==> config.mk <==
export PLATFORM = sky130hd
export DESIGN_NAME = osd_dem_uart
export DESIGN_NICKNAME = d
export VERILOG_FILES = /design/src/osd_pkg.sv /design/src/osd_dem_uart.sv /design/src/osd_statctrlif.sv /design/src/osd_uart_packetizer.sv /design/src/ring_router_mux.sv
export SDC_FILE = /design/constraint.sdc
export NUM_CORES = 1
export LEC_CHECK = 0
export ABC_AREA = 1
export BUFFER_PORTS_ARGS = -buffer_cell sky130_fd_sc_hd__buf_2
export CAP_MARGIN = 20
export CORE_ASPECT_RATIO = 0.5
export CORE_MARGIN = 5
export CORE_UTILIZATION = 40
export DETAILED_ROUTE_END_ITERATION = 10
export PLACE_DENSITY = 0.65
export SLEW_MARGIN = 20
export SYNTH_ARGS = -nofsm -noshare
export SYNTH_HDL_FRONTEND = slang
export SYNTH_HIERARCHICAL = 1
export SYNTH_SLANG_ARGS = --single-unit
export TNS_END_PERCENT = 5
==> constraint.sdc <==
create_clock -name clk -period 1.85 [get_ports clk]
set_input_delay 0.2775 -clock clk [delete_from_list [all_inputs] [get_ports clk]]
set_output_delay 0.2775 -clock clk [all_outputs]
set_load 0.1 [all_outputs]
==> src/osd_pkg.sv <==
package osd_pkg;

   // ####################
   // channel geometry
   // ####################

   localparam int flit_w = 16;
   localparam int id_w   = 10; // low bits of header flit

   // ####################
   // packet types
   // ####################

   // upper nibble of header flit
   typedef enum logic [3:0] {
      type_req_read   = 4'b0010,
      type_req_write  = 4'b0011,
      type_event      = 4'b1000,
      type_resp_read  = 4'b1010,
      type_resp_write = 4'b1011,
      type_resp_err   = 4'b1100
   } dii_type_e;

   // ####################
   // base register map
   // ####################

   localparam logic [flit_w-1:0] reg_mod_id      = 16'h0000; // ro
   localparam logic [flit_w-1:0] reg_mod_version = 16'h0001; // ro
   localparam logic [flit_w-1:0] reg_mod_cs      = 16'h0002; // rw with bit 0 as active

   // ####################
   // module identity
   // ####################

   localparam logic [flit_w-1:0] mod_id      = 16'h0002; // uart endpoint
   localparam logic [flit_w-1:0] mod_version = 16'h0000;

   // events and unsolicited traffic go here
   localparam logic [flit_w-1:0] host_id = 16'h0000;

endpackage

==> src/osd_dem_uart.sv <==
`timescale 1ns/1ps

module osd_dem_uart (
   input  logic                       clk,
   input  logic                       rst,
   input  logic [osd_pkg::id_w-1:0]   id,

   input  logic [osd_pkg::flit_w-1:0] debug_in_data,
   input  logic                       debug_in_last,
   input  logic                       debug_in_valid,
   output logic                       debug_in_ready,

   output logic [osd_pkg::flit_w-1:0] debug_out_data,
   output logic                       debug_out_last,
   output logic                       debug_out_valid,
   input  logic                       debug_out_ready,

   input  logic [7:0]                 out_char,
   input  logic                       out_valid,
   output logic                       out_ready,

   output logic [7:0]                 in_char,
   output logic                       in_valid,
   input  logic                       in_ready
);
   import osd_pkg::*;

   logic [flit_w-1:0] resp_data;
   logic              resp_last;
   logic              resp_valid;
   logic              resp_ready;

   logic [flit_w-1:0] evt_data;
   logic              evt_last;
   logic              evt_valid;
   logic              evt_ready;

   logic              stall; // cleared active bit holds back events

   // host to system direction not implemented
   assign in_char  = 8'h00;
   assign in_valid = 1'b0;

   osd_statctrlif u_statctrlif (
      .clk, .rst, .id,
      .debug_in_data, .debug_in_last, .debug_in_valid, .debug_in_ready,
      .resp_data, .resp_last, .resp_valid, .resp_ready,
      .stall
   );

   osd_uart_packetizer u_packetizer (
      .clk, .rst, .id, .stall,
      .out_char, .out_valid, .out_ready,
      .evt_data, .evt_last, .evt_valid, .evt_ready
   );

   ring_router_mux u_mux (
      .clk, .rst,
      .in_local_data (evt_data),  .in_local_last (evt_last),
      .in_local_valid(evt_valid), .in_local_ready(evt_ready),
      .in_ring_data  (resp_data), .in_ring_last  (resp_last),
      .in_ring_valid (resp_valid), .in_ring_ready (resp_ready),
      .out_data (debug_out_data),  .out_last (debug_out_last),
      .out_valid(debug_out_valid), .out_ready(debug_out_ready)
   );

endmodule

==> src/osd_statctrlif.sv <==
`timescale 1ns/1ps

module osd_statctrlif (
   input  logic                       clk,
   input  logic                       rst,
   input  logic [osd_pkg::id_w-1:0]   id,
   input  logic [osd_pkg::flit_w-1:0] debug_in_data,
   input  logic                       debug_in_last,
   input  logic                       debug_in_valid,
   output logic                       debug_in_ready,
   output logic [osd_pkg::flit_w-1:0] resp_data,
   output logic                       resp_last,
   output logic                       resp_valid,
   input  logic                       resp_ready,
   output logic                       stall
);
   import osd_pkg::*;

   typedef enum logic [2:0] {
      req_dest,
      req_hdr,
      req_addr,
      req_wdata,
      req_drain, // swallow rest of an oversized packet
      req_exec,
      req_wait
   } req_state_e;

   typedef enum logic [1:0] {
      rsp_idle,
      rsp_dest,
      rsp_hdr,
      rsp_payload
   } rsp_state_e;

   req_state_e        req_state;
   rsp_state_e        rsp_state;
   logic              shape_ok; // packet length matched its type
   logic              active;
   logic              in_take;
   logic              rsp_take;
   logic [id_w-1:0]   src_id;
   dii_type_e         req_type;
   logic [flit_w-1:0] addr_q;
   dii_type_e         rsp_type;
   logic [flit_w-1:0] rsp_value;

   assign debug_in_ready = req_state inside {req_dest, req_hdr, req_addr, req_wdata, req_drain};
   assign in_take        = debug_in_valid & debug_in_ready;
   assign rsp_take       = resp_valid & resp_ready;
   assign stall          = ~active;

   // ####################
   // request side
   // ####################

   always_ff @(posedge clk) begin
      if (rst) begin
         req_state <= req_dest;
         shape_ok  <= 1'b1;
         active    <= 1'b1;
      end else begin
         case (req_state)
           req_dest: begin
              if (in_take) begin
                 shape_ok  <= ~debug_in_last;
                 req_state <= debug_in_last ? req_exec : req_hdr;
              end
           end
           req_hdr: begin
              if (in_take) begin
                 if (debug_in_last) begin
                    shape_ok  <= 1'b0; // no address
                    req_state <= req_exec;
                 end else begin
                    req_state <= req_addr;
                 end
              end
           end
           req_addr: begin
              if (in_take) begin
                 if (debug_in_last) begin
                    shape_ok  <= (req_type != type_req_write);
                    req_state <= req_exec;
                 end else if (req_type == type_req_write) begin
                    req_state <= req_wdata;
                 end else begin
                    shape_ok  <= 1'b0;
                    req_state <= req_drain;
                 end
              end
           end
           req_wdata: begin
              if (in_take) begin
                 if (debug_in_last) begin
                    if (addr_q == reg_mod_cs)
                       active <= debug_in_data[0]; // write lands on final flit
                    req_state <= req_exec;
                 end else begin
                    shape_ok  <= 1'b0;
                    req_state <= req_drain;
                 end
              end
           end
           req_drain: begin
              if (in_take && debug_in_last)
                 req_state <= req_exec;
           end
           req_exec: req_state <= req_wait;
           req_wait: begin
              if (rsp_take && resp_last)
                 req_state <= req_dest;
           end
           default: req_state <= req_dest;
         endcase
      end
   end

   // captured request fields and decoded reply
   always_ff @(posedge clk) begin
      if (in_take && req_state == req_hdr) begin
         src_id   <= debug_in_data[id_w-1:0];
         req_type <= dii_type_e'(debug_in_data[15:12]);
      end
      if (in_take && req_state == req_addr)
         addr_q <= debug_in_data;
      if (req_state == req_exec) begin
         rsp_type  <= type_resp_err;
         rsp_value <= '0;
         if (shape_ok && req_type == type_req_read) begin
            case (addr_q)
              reg_mod_id: begin
                 rsp_type  <= type_resp_read;
                 rsp_value <= mod_id;
              end
              reg_mod_version: begin
                 rsp_type  <= type_resp_read;
                 rsp_value <= mod_version;
              end
              reg_mod_cs: begin
                 rsp_type  <= type_resp_read;
                 rsp_value <= {{(flit_w-1){1'b0}}, active};
              end
              default: ;
            endcase
         end else if (shape_ok && req_type == type_req_write && addr_q == reg_mod_cs) begin
            rsp_type <= type_resp_write;
         end
      end
   end

   // ####################
   // response side
   // ####################

   always_ff @(posedge clk) begin
      if (rst) begin
         rsp_state <= rsp_idle;
      end else begin
         case (rsp_state)
           rsp_idle:    if (req_state == req_exec) rsp_state <= rsp_dest;
           rsp_dest:    if (rsp_take) rsp_state <= rsp_hdr;
           rsp_hdr:     if (rsp_take) rsp_state <= resp_last ? rsp_idle : rsp_payload;
           rsp_payload: if (rsp_take) rsp_state <= rsp_idle;
           default:     rsp_state <= rsp_idle;
         endcase
      end
   end

   always_comb begin
      resp_valid = 1'b0;
      resp_last  = 1'b0;
      resp_data  = '0;
      case (rsp_state)
        rsp_dest: begin
           resp_valid = 1'b1;
           resp_data  = {{(flit_w-id_w){1'b0}}, src_id}; // back to requester
        end
        rsp_hdr: begin
           resp_valid = 1'b1;
           resp_data  = {rsp_type, 2'b00, id};
           resp_last  = (rsp_type != type_resp_read); // write ack and error end here
        end
        rsp_payload: begin
           resp_valid = 1'b1;
           resp_data  = rsp_value;
           resp_last  = 1'b1;
        end
        default: ;
      endcase
   end

endmodule

==> src/osd_uart_packetizer.sv <==
`timescale 1ns/1ps

module osd_uart_packetizer (
   input  logic                       clk,
   input  logic                       rst,
   input  logic [osd_pkg::id_w-1:0]   id,
   input  logic                       stall,
   input  logic [7:0]                 out_char,
   input  logic                       out_valid,
   output logic                       out_ready,
   output logic [osd_pkg::flit_w-1:0] evt_data,
   output logic                       evt_last,
   output logic                       evt_valid,
   input  logic                       evt_ready
);
   import osd_pkg::*;

   // one state per flit of the event
   typedef enum logic [1:0] {
      st_dest,
      st_hdr,
      st_char
   } state_e;

   state_e state;
   logic   evt_take;

   assign evt_take = evt_valid & evt_ready;

   // ####################
   // flit sequencing
   // ####################

   // stall only holds back the first flit, a started packet always finishes
   always_ff @(posedge clk) begin
      if (rst) begin
         state <= st_dest;
      end else begin
         case (state)
           st_dest: begin
              if (evt_take)
                 state <= st_hdr;
           end
           st_hdr: begin
              if (evt_take)
                 state <= st_char;
           end
           st_char: begin
              if (evt_take)
                 state <= st_dest;
           end
           default: state <= st_dest;
         endcase
      end
   end

   // ####################
   // flit contents
   // ####################

   always_comb begin
      evt_valid = 1'b0;
      evt_last  = 1'b0;
      evt_data  = host_id;
      out_ready = 1'b0;
      case (state)
        st_dest: begin
           evt_valid = out_valid & ~stall;
           evt_data  = host_id;
        end
        st_hdr: begin
           evt_valid = 1'b1;
           evt_data  = {type_event, 2'b00, id};
        end
        st_char: begin
           evt_valid = 1'b1;
           evt_last  = 1'b1;
           evt_data  = {{(flit_w-8){1'b0}}, out_char};
           out_ready = evt_ready; // char consumed with the last flit
        end
        default: ;
      endcase
   end

endmodule

==> src/ring_router_mux.sv <==
`timescale 1ns/1ps

module ring_router_mux (
   input  logic                       clk,
   input  logic                       rst,

   input  logic [osd_pkg::flit_w-1:0] in_local_data,
   input  logic                       in_local_last,
   input  logic                       in_local_valid,
   output logic                       in_local_ready,

   input  logic [osd_pkg::flit_w-1:0] in_ring_data,
   input  logic                       in_ring_last,
   input  logic                       in_ring_valid,
   output logic                       in_ring_ready,

   output logic [osd_pkg::flit_w-1:0] out_data,
   output logic                       out_last,
   output logic                       out_valid,
   input  logic                       out_ready
);

   typedef enum logic {
      sel_local,
      sel_ring
   } sel_e;

   sel_e grant_q; // owner of the packet in flight
   sel_e sel;
   logic locked;  // mid packet

   // ring wins when nothing is in flight
   always_comb begin
      if (locked)
         sel = grant_q;
      else if (in_ring_valid)
         sel = sel_ring;
      else
         sel = sel_local;
   end

   // ####################
   // data path
   // ####################

   always_comb begin
      if (sel == sel_ring) begin
         out_data  = in_ring_data;
         out_last  = in_ring_last;
         out_valid = in_ring_valid;
      end else begin
         out_data  = in_local_data;
         out_last  = in_local_last;
         out_valid = in_local_valid;
      end
   end

   assign in_ring_ready  = out_ready & (sel == sel_ring);
   assign in_local_ready = out_ready & (sel == sel_local);

   // ####################
   // grant lock
   // ####################

   always_ff @(posedge clk) begin
      if (rst) begin
         locked  <= 1'b0;
         grant_q <= sel_local;
      end else if (out_valid && out_ready) begin
         locked  <= ~out_last; // release after last flit
         grant_q <= sel;
      end
   end

endmodule

Yosys cells after proc, flatten, opt, wreduce, memory -nomap -nowiden
Cells that the tools add are included.
W data, S select, Z words.
- register bits after elaboration: 61
- bits in latches: 0
- bits in writable memories: 0
- ROM bits: 0
- input bits: 41
- output and inout port bits: 29
- memories kept: 0
- add/subtract/negate cells: 0
- multipliers: 0
- divide/modulo/power cells: 0
- $lt $le $gt $ge: 0
- eq/ne operators: 33
- shift-type cells: 0
- multiplexer cells: 47
- bitwise logic cells: 9
- reduce and logical (&&, ||, !) cells: 22
- operators by type and width (cell ; count):
    $pmux W16 S3 ; 1
    $mux W3 ; 12
    $pmux W16 S2 ; 1
    $ne A2 B1 Y1 const B ; 12
    $pmux W3 S7 ; 1
    $eq A16 B1 Y1 const B ; 1
    $eq A16 B2 Y1 const B ; 1
    $logic_not A16 Y1 ; 1
    $mux W1 ; 16
    $mux W16 ; 1
    $mux W2 ; 8
    $eq A3 B3 Y1 const B ; 3
    $eq A4 B2 Y1 const B ; 2
    $logic_and A1 B1 Y1 ; 8
    $pmux W2 S4 ; 1
    $reduce_and A4 Y1 ; 2
    $reduce_and A8 Y1 ; 1
    $and A1 B1 Y1 ; 6
    $eq A2 B2 Y1 const B ; 3
    $eq A3 B2 Y1 const B ; 2
    $ne A2 B2 Y1 const B ; 3
    $pmux W2 S3 ; 1
    $reduce_and A6 Y1 ; 1
    $reduce_or A3 Y1 ; 2
    other kinds (16) ; 21

Depth between registers and ports, before layout
Gate-level depths: netlist (run 1).
- depth in word-level cells: 10
- depth in mapped cells: 14

Hierarchy
The synthesis (run 1) kept the hierarchy.
- modules (own cells, without submodules) (module ; times used ; cells an instance ; area each (µm²)):
    osd_statctrlif ; 1 ; 210 ; 1931.9
    osd_uart_packetizer ; 1 ; 66 ; 395.4
    ring_router_mux ; 1 ; 76 ; 377.9
    osd_dem_uart ; 1 ; 10 ; 71.3

Worst setup path before layout (run 1)
Ideal clock, no wire load.
- kind: reg-to-reg
- start: reg u_statctrlif.req_state[1]
- end: reg u_statctrlif.req_state[0]
- library setup time: 113 ps
- arrival time: 2280 ps
- data required time: 1737 ps
- setup slack: -542 ps
- cell stages (with the launch flop): 7
- buffers on the path: 0
- period minus slack after synthesis: 2392 ps
- cell sequence: dfxtp_1 o21ai_1 nand3_1 nand2_2 nand2_1 nand2_1 nor2_1
- word-level cells in the longest chain between the ends: 6
- elaborated cells between the ends (all ways): 18
- ends and longest elaborated chain (item ; RTL line ; text):
    start: declaration ; osd_statctrlif.sv:36 ; req_state_e req_state;
    start signal: assignment ; osd_statctrlif.sv:59 ; req_state <= req_dest;
    start signal: assignment ; osd_statctrlif.sv:67 ; req_state <= debug_in_last ? req_exec : req_hdr;
    start signal: assignment ; osd_statctrlif.sv:74 ; req_state <= req_exec;
    $eq A3 B1 Y1 (tied with other cells) ; osd_statctrlif.sv:48 ; assign debug_in_ready = req_state inside {req_dest, req_hdr, req_addr, req_wdata, req_drain};
    $reduce_bool A5 Y1 * ; osd_statctrlif.sv:48 ;
    named net debug_in_ready ; osd_dem_uart.sv:11 ; output logic debug_in_ready,
    $and A1 B1 Y1 * ; osd_statctrlif.sv:49 ; assign in_take = debug_in_valid & debug_in_ready;
    $logic_and A1 B1 Y1 ; osd_statctrlif.sv:106 ; if (in_take && debug_in_last)
    $ne A2 B2 Y1 (no source line) ; n/a ;
    $reduce_and A6 Y1 (no source line) * ; n/a ;
Mark *: on every way through the listed nets, which the timed path passes. The rest lies on a longest branch.
A chain may end at the register's enable or synchronous reset.

Worst setup path after layout (run 1)
- start: reg u_statctrlif.rsp_state[1]
- end: out debug_out_data[15] (netlist name)
- word-level cells in the longest chain between the ends: 6
- elaborated cells between the ends (all ways): 9
- ends and longest elaborated chain (item ; RTL line ; text):
    start: declaration ; osd_statctrlif.sv:37 ; rsp_state_e rsp_state;
    start signal: assignment ; osd_statctrlif.sv:158 ; rsp_state <= rsp_idle;
    start signal: assignment ; osd_statctrlif.sv:161 ; rsp_idle: if (req_state == req_exec) rsp_state <= rsp_dest;
    start signal: assignment ; osd_statctrlif.sv:162 ; rsp_dest: if (rsp_take) rsp_state <= rsp_hdr;
    $eq A2 B1 Y1 / $eq A2 B2 Y1 (equally long branches) ; osd_statctrlif.sv:174 ; case (rsp_state)
    $reduce_or A3 Y1 (no source line) * ; n/a ;
    $mux W1 * ; osd_statctrlif.sv:174 ;
    named net resp_valid ; osd_dem_uart.sv:30 ; logic resp_valid;
    $mux W1 * ; ring_router_mux.sv:36 ; else if (in_ring_valid)
    $mux W1 * ; ring_router_mux.sv:34 ; if (locked)
    $mux W16 * ; ring_router_mux.sv:47 ; if (sel == sel_ring) begin
    end: declaration ; osd_dem_uart.sv:13 ; output logic [osd_pkg::flit_w-1:0] debug_out_data,
Marked as above.

==> results of run 1 <==
## final cells by class
cell class	count	share of cell area, %
inverters	44	4.801
flip-flops and latches	46	34.52
clock inverters	3	0.7776
clock buffers	5	3.381
well taps	92	3.110
repair buffers	74	18.56
multi-input cells	260	34.85
## worst max path at each step
stage / from / endpoint / slack, ns
final: u_statctrlif/rsp_state[1]$_SDFFE_PP0P_ / debug_out_data[15] / 0.02
after global routing: u_packetizer/state[1]$_SDFFE_PP0P_ / debug_out_valid / -0.06
after CTS: u_statctrlif/rsp_state[1]$_SDFFE_PP0P_ / out_ready / -0.03
after detailed placement: u_packetizer/state[0]$_SDFFE_PP0P_ / debug_out_valid / 0.05
after global placement: u_packetizer/state[0]$_SDFFE_PP0P_ / debug_out_valid / 0.07
after floorplan: u_statctrlif/rsp_state[0]$_SDFFE_PP0P_ / out_ready / -0.41
## report_power, final
| part | internal [mW] | switching, mW |
|---|---|---|
| Clock | 0.517 | 0.397 |
| Sequential | 1.20 | 0.0537 |
| Combinational | 0.732 | 1.42 |
| Total | 2.45 | 1.87 |
## logic make-up after synthesis
kind of cell | after synthesis | synth area share (%)
AO/OA/AOI/OAI | 25 | 4.822
buffers and inverters | 69 | 13.11
flip-flops | 46 | 45.79
adder cells (fa/ha/maj) | 5 | 2.253
AND/OR/NAND/NOR | 214 | 33.62
other | 3 | 0.4056
## flip-flops by register name (all words and copies together) (netlist names), 2 cells and up
name and count:
u_statctrlif/req_type 4, u_statctrlif/req_state 3, u_packetizer/state 2, u_statctrlif/rsp_type 3, u_statctrlif/src_id 10, u_statctrlif/rsp_state 2
u_statctrlif/rsp_value 2, u_statctrlif/addr_q 16
## timing repair
action | CTS | global route
gates cloned | 0 | 1
buffers inserted | 2 | 3
pin swaps | 0 | 4
endpoints found under the setup margin | 14 | 17
resized for setup | 16 | 24
## cells in the final DEF, fill, tap and decap left out, drive strengths merged
cell | synthesis | layout
nand2 | 129 | 129
buf | 23 | 74
inv | 44 | 46
nor2 | 43 | 43
nand3 | 37 | 37
edfxtp | 35 | 35
a21oi | 18 | 18
conb | 3 | 16
dfxtp | 11 | 11
clkbuf | 2 | 5
o21ai | 5 | 5
ha | 5 | 5
nand4 | 2 | 2
clkinv | 0 | 1
and2 | 1 | 1
nor3 | 1 | 1
nor4 | 1 | 1
o21bai | 1 | 1
o211ai | 1 | 1
## layer usage
metal	up-vias	GRT usage, %
met4	0	4.365
li1	1253	-
met5	-	0
met1	1041	17.82
met3	9	3.231
met2	49	26.37
## metrics by stage
| step | util (%) | power, mW | setup TNS, ns |
|---|---|---|---|
| CTS | 53.44 | 4.199 | -0.1038 |
| finish | 55.02 | 4.323 | 0 |
| floorplan | - | 2.648 | -3.343 |
| detailed placement | 50.11 | 3.174 | 0 |
| global route | 55.02 | 4.547 | -0.4720 |
| global placement | 50.11 | 3.156 | 0 |
==> impl_results.md, run 1 <==
* Wirelength per Cell at 11.95 microns
* Pre-CTS WS at 0.05198 ns
* Synth unique cells at 30
* Status: finished, final reports clean
* Drt pass-1 iters at 5
* Clock transition at path regs at 0.07 ns
* Area post-placement at 3371 sq um
* Reg2reg start: u_statctrlif/rsp_state[1]$_SDFFE_PP0P_
* Yosys top cell area share at 37.85%
* WP data required at 1.57 ns
* Routed Antenna Nets at 0
* Stages on the worst setup path at 8
* CP Max Fanout at 12
* # DRC at 0
* DP HPWL at 4757 microns
* Initial Utilization at 41.28%
* Vias at 2,352
* Sink Count at 46
* Core Region at 6726 sq um
* Hold Path Stages at 1
* Number of fill cells at 610
* Clk root buf: clkbuf_16
* Crit-path max cell delay at 0.38 ns
* Layout cells sized above 1 at 29.63%
* Longest Clk Path Bufs at 2
* Area contributors post-synth: edfxtp_1 38%, nand2_1 16%, dfxtp_1 7.9%
* Post-synthesis sequential area ratio at 45.79%
* Boundary pin count at 70
* Multi-input gate area at 1290 sq um
* Non-filler instance count after layout at 524
* Final period util at 99.05%
* VDD IR max at 0.5135 mV
* Worst setup margin at 0.01763 ns
* Row count at 21
* Fin crit period at 1.832 ns
* First-pass GRT wire length at 10,010 microns
* CP Data Arrival Time at 1.55 ns
* Leakage Power at 1.737 nW
* Fmax at 545.7 MHz
* Hold Slack at 0.1629 ns
* Critical Path Source Type: register
* Nets at 477
* FF/Latch Area at 1277 sq um
* Most common library cells after synthesis: 122 x nand2_1, 39 x inv_1, 39 x nor2_1
* Setup Crit Path Kind: reg2out
* Worst R2R Setup Slack at 0.32 ns
* Largest net degree at the start of global routing at 18
* TritonCTS clock tree: done
* Final WL at 6264 microns
* Number of flops mapped to enable cells by yosys at 35
* Post-Syn Area at 2776 sq um
* Area Overhead vs Synth at 33.30%
* Metal2 WL at 3015 microns
* Max-slew violations at 0
* Yosys warning count at 6
* Diodes inserted at 0
* CP bufs+invs at 3
* CTS Buf Count at 5
* Min-Delay Startpoint: debug_in_data[10]
* Slowest cell on the critical path: dfxtp_2
* CP Cell Sequence: nor2_1, inv_1, nand2_4, nand2_4, buf_6, nand2_1, nand2_1, buf_12
* Worst min path class: in2reg
* RSZ-0062 raised after global routing: true
* Initial drt markers at 128
* Clk_skew at 0.004662 ns
* Post-DR vias/cell at 4.489
* # H-tree levels at 2
* Vias in the first global route at 2,177
* Async set or reset register ratio after synthesis at 0%
* Capture point of the worst reg-to-reg path: u_statctrlif/req_state[1]$_SDFFE_PP0P_
* Final setup viols at 0
* Top sig layer: met4
* Worst skew pair latency at 0.29 ns
* Final hold viol count at 0
* Mapped Cells at 362
* Reg2reg path depth at 11
* Metal3 WL at 252 microns
* Mapped Avg Cell Area at 7.670 sq um
* Hold buffers post-CTS at 0
* Die width at 127.8 microns
* Worst Hold Endpoint: u_statctrlif/addr_q[10]$_DFFE_PP_
* Finished Cell Area at 3701 sq um
* Initial antenna violation count at 0
* Aggregate global-route resource usage at 14.58%
* Yosys reg bits at 46
* Crit path max-delay family: buffers and inverters
* Die ar. at 8808 sq um
* Met1 WL at 2895 microns
* Max-cap viol count at 0
* IO Port Bufs at 57
* Placer Congestion at 0.8293
* Crit end category: output port
* Placed Cells at 510
* Most area-hungry cell type in the Yosys netlist: edfxtp_1
* GRT overflow at 0
* Most frequent cell after synthesis: nand2_1
* Die height at 68.91 microns
* Pwr dens at 1168 nW/um^2
* Top FF cell, synth: edfxtp_1
Note: power is estimated with default switching activity, not from simulation.
==> inputs of run 2 (changes only) <==
--- a/config.mk
+++ b/config.mk
@@ -10,9 +10,8 @@
 export CAP_MARGIN = 20
 export CORE_ASPECT_RATIO = 0.5
 export CORE_MARGIN = 5
-export CORE_UTILIZATION = 40
+export CORE_UTILIZATION = 31
 export DETAILED_ROUTE_END_ITERATION = 10
-export PLACE_DENSITY = 0.65
 export SLEW_MARGIN = 20
 export SYNTH_ARGS = -nofsm -noshare
 export SYNTH_HDL_FRONTEND = slang
==> constraint.sdc (replaced) <==
create_clock -name clk -period 1.85 [get_ports clk]
set_input_delay 0.185 -clock clk [delete_from_list [all_inputs] [get_ports clk]]
set_output_delay 0.185 -clock clk [all_outputs]
set_load 0.1 [all_outputs]
==> impl_results.md, run 2 (synthesis gave the netlist of run 1 again) <==
* Die width at 143.8 microns
* Clk_skew at 0.003549 ns
* Core Region at 8708 sq um
* Reg2reg start: u_packetizer/state[0]$_SDFFE_PP0P_
* Sink Count at 46
* CP Cell Sequence: inv_2, ha_4, inv_4, a21oi_1, nand3_1, nand2_2, buf_12
* TritonCTS clock tree: done
* Fin crit period at 1.791 ns
* Fmax at 558.3 MHz
* VDD IR max at 0.4952 mV
* Vias at 2,312
* Row count at 24
* Nets at 470
* RSZ-0062 raised after global routing: true
* WP data required at 1.66 ns
* CTS Buf Count at 5
* Slowest cell on the critical path: dfxtp_4
* Post-DR vias/cell at 4.266
* Placer Congestion at 0.8198
* Final WL at 6167 microns
* Final setup viols at 0
* Critical Path Source Type: register
* Worst min path class: in2reg
* Reg2reg path depth at 10
* Boundary pin count at 70
* Initial Utilization at 31.88%
* Vias in the first global route at 2,147
* Final period util at 96.82%
* Min-Delay Startpoint: debug_in_data[11]
* Routed Antenna Nets at 0
* Die height at 76.92 microns
* Worst Hold Endpoint: u_statctrlif/addr_q[11]$_DFFE_PP_
* Worst setup margin at 0.05874 ns
* Setup Crit Path Kind: reg2out
* Top flop regs: u_statctrlif/addr_q (16), u_statctrlif/src_id (10), u_statctrlif/req_type (4)
* # H-tree levels at 2
* Aggregate global-route resource usage at 11.34%
* GRT overflow at 0
* Layout cells sized above 1 at 25.65%
* CP Data Arrival Time at 1.61 ns
* Initial antenna violation count at 0
* First-pass GRT wire length at 10,180 microns
* Clock transition at path regs at 0.07 ns
* Worst R2R Setup Slack at 0.31 ns
* Max-cap viol count at 0
* Most common cell after layout, fill and taps aside: nand2_1
* DP HPWL at 4771 microns
* Die ar. at 11,060 sq um
* Wirelength per Cell at 11.38 microns
* Area post-placement at 3387 sq um
* CP Max Fanout at 10
* Longest Clk Path Bufs at 2
* Largest net degree at the start of global routing at 18
* Final hold viol count at 0
* Status: finished, final reports clean
* Finished Cell Area at 3620 sq um
* Capture point of the worst reg-to-reg path: u_mux/locked$_SDFFE_PP0P_
* Initial drt markers at 207
* Pre-CTS WS at 0.1454 ns
* Crit-path max cell delay at 0.39 ns
* Clk root buf: clkbuf_16
* Max-slew violations at 0
* Drt pass-1 iters at 5
* IO Port Bufs at 57
* # DRC at 0
* Number of flip-flops under the largest register name at 16
* Area Overhead vs Synth at 30.37%
* Worst skew pair latency at 0.29 ns
* Pwr dens at 1162 nW/um^2
* Diodes inserted at 0
* Leakage Power at 1.698 nW
* Largest Register: u_statctrlif/addr_q
* Crit end category: output port
* Hold buffers post-CTS at 0
* Most frequent cells in the layout: 121 x nand2_1, 40 x buf_2, 38 x nor2_1, 36 x inv_1, 35 x edfxtp_1
* Hold Path Stages at 1
run 2: changes by cell type in the layout (fill, tap and decap cells not counted), moves of 2 or more:
cell     delta
a21oi_1     +5
a21oi_2     -5
buf_4       -4
buf_6       -4
inv_2       +3
inv_6       -2
nand2_1     +8
nand2_2     -7
run 2: layout make-up:
type | count | area, sq um
fillers | 866 | 5089
flip-flops and latches | 46 | 1280
multi-input cells | 260 | 1241
repair buffers | 67 | 631.9
inverters | 44 | 167.7
well taps | 117 | 146.4
clock buffers | 5 | 125.1
clock inverters | 3 | 27.53
run 2: report_power, final:
group	internal (mW)	total [mW]	leakage, nW	switching, mW
combinational	0.653	2.01	1.21	1.36
sequential	1.20	1.27	0.415	0.0666
clock	0.515	0.929	0.0723	0.414
run 2: worst max-delay path by stage:
stage	start	endpoint	slack (ns)	cells past startpoint
global route	u_statctrlif/rsp_state[1]$_SDFFE_PP0P_	out_ready	-0.006	8
CTS	u_statctrlif/rsp_state[1]$_SDFFE_PP0P_	debug_out_data[3]	0.006	9
global placement	u_packetizer/state[0]$_SDFFE_PP0P_	debug_out_valid	0.17	7
floorplan	u_statctrlif/rsp_state[0]$_SDFFE_PP0P_	out_ready	-0.31	10
detailed placement	u_packetizer/state[1]$_SDFFE_PP0P_	debug_out_valid	0.15	7
finish	u_packetizer/state[0]$_SDFFE_PP0P_	debug_out_valid	0.06	7
run 2: worst max-delay path: cells and delay by family (launching register included):
family                   cells  cell delay (ns)
flip-flops                   1             0.39
buffers and inverters        3             0.31
adder cells (fa/ha/maj)      1             0.28
AND/OR/NAND/NOR              2             0.20
AO/OA/AOI/OAI                1             0.14
run 2: repair_timing:
action,in CTS,in global routing
endpoints found under the setup margin,14,14
buffers inserted,1,0
gates resized for setup,13,7
run 2: stage by stage:
step | power (mW) | utilization, % | hold slack, ns | cells | TNS (ns)
finish | 4.207 | 41.57 | 0.06931 | 542 | 0
global route | 4.402 | 41.57 | 0.06583 | 542 | -0.008817
CTS | 4.210 | 41.29 | 0.06465 | 542 | 0
detailed placement | 3.166 | 38.89 | 0.3649 | 533 | 0
global placement | 3.158 | 38.89 | 0.3636 | 533 | 0
floorplan | 2.648 | - | 0.2541 | 375 | -1.989
run 2: per-layer routing:
metal  track usage (%)  vias to the layer above  share of wire, %
met4             2.820                        0               1.1
li1                  -                     1242                 -
met2             19.39                       47                50
met1             14.46                     1013                45
met3             2.610                       10               3.8
met5                 0                        -                 0
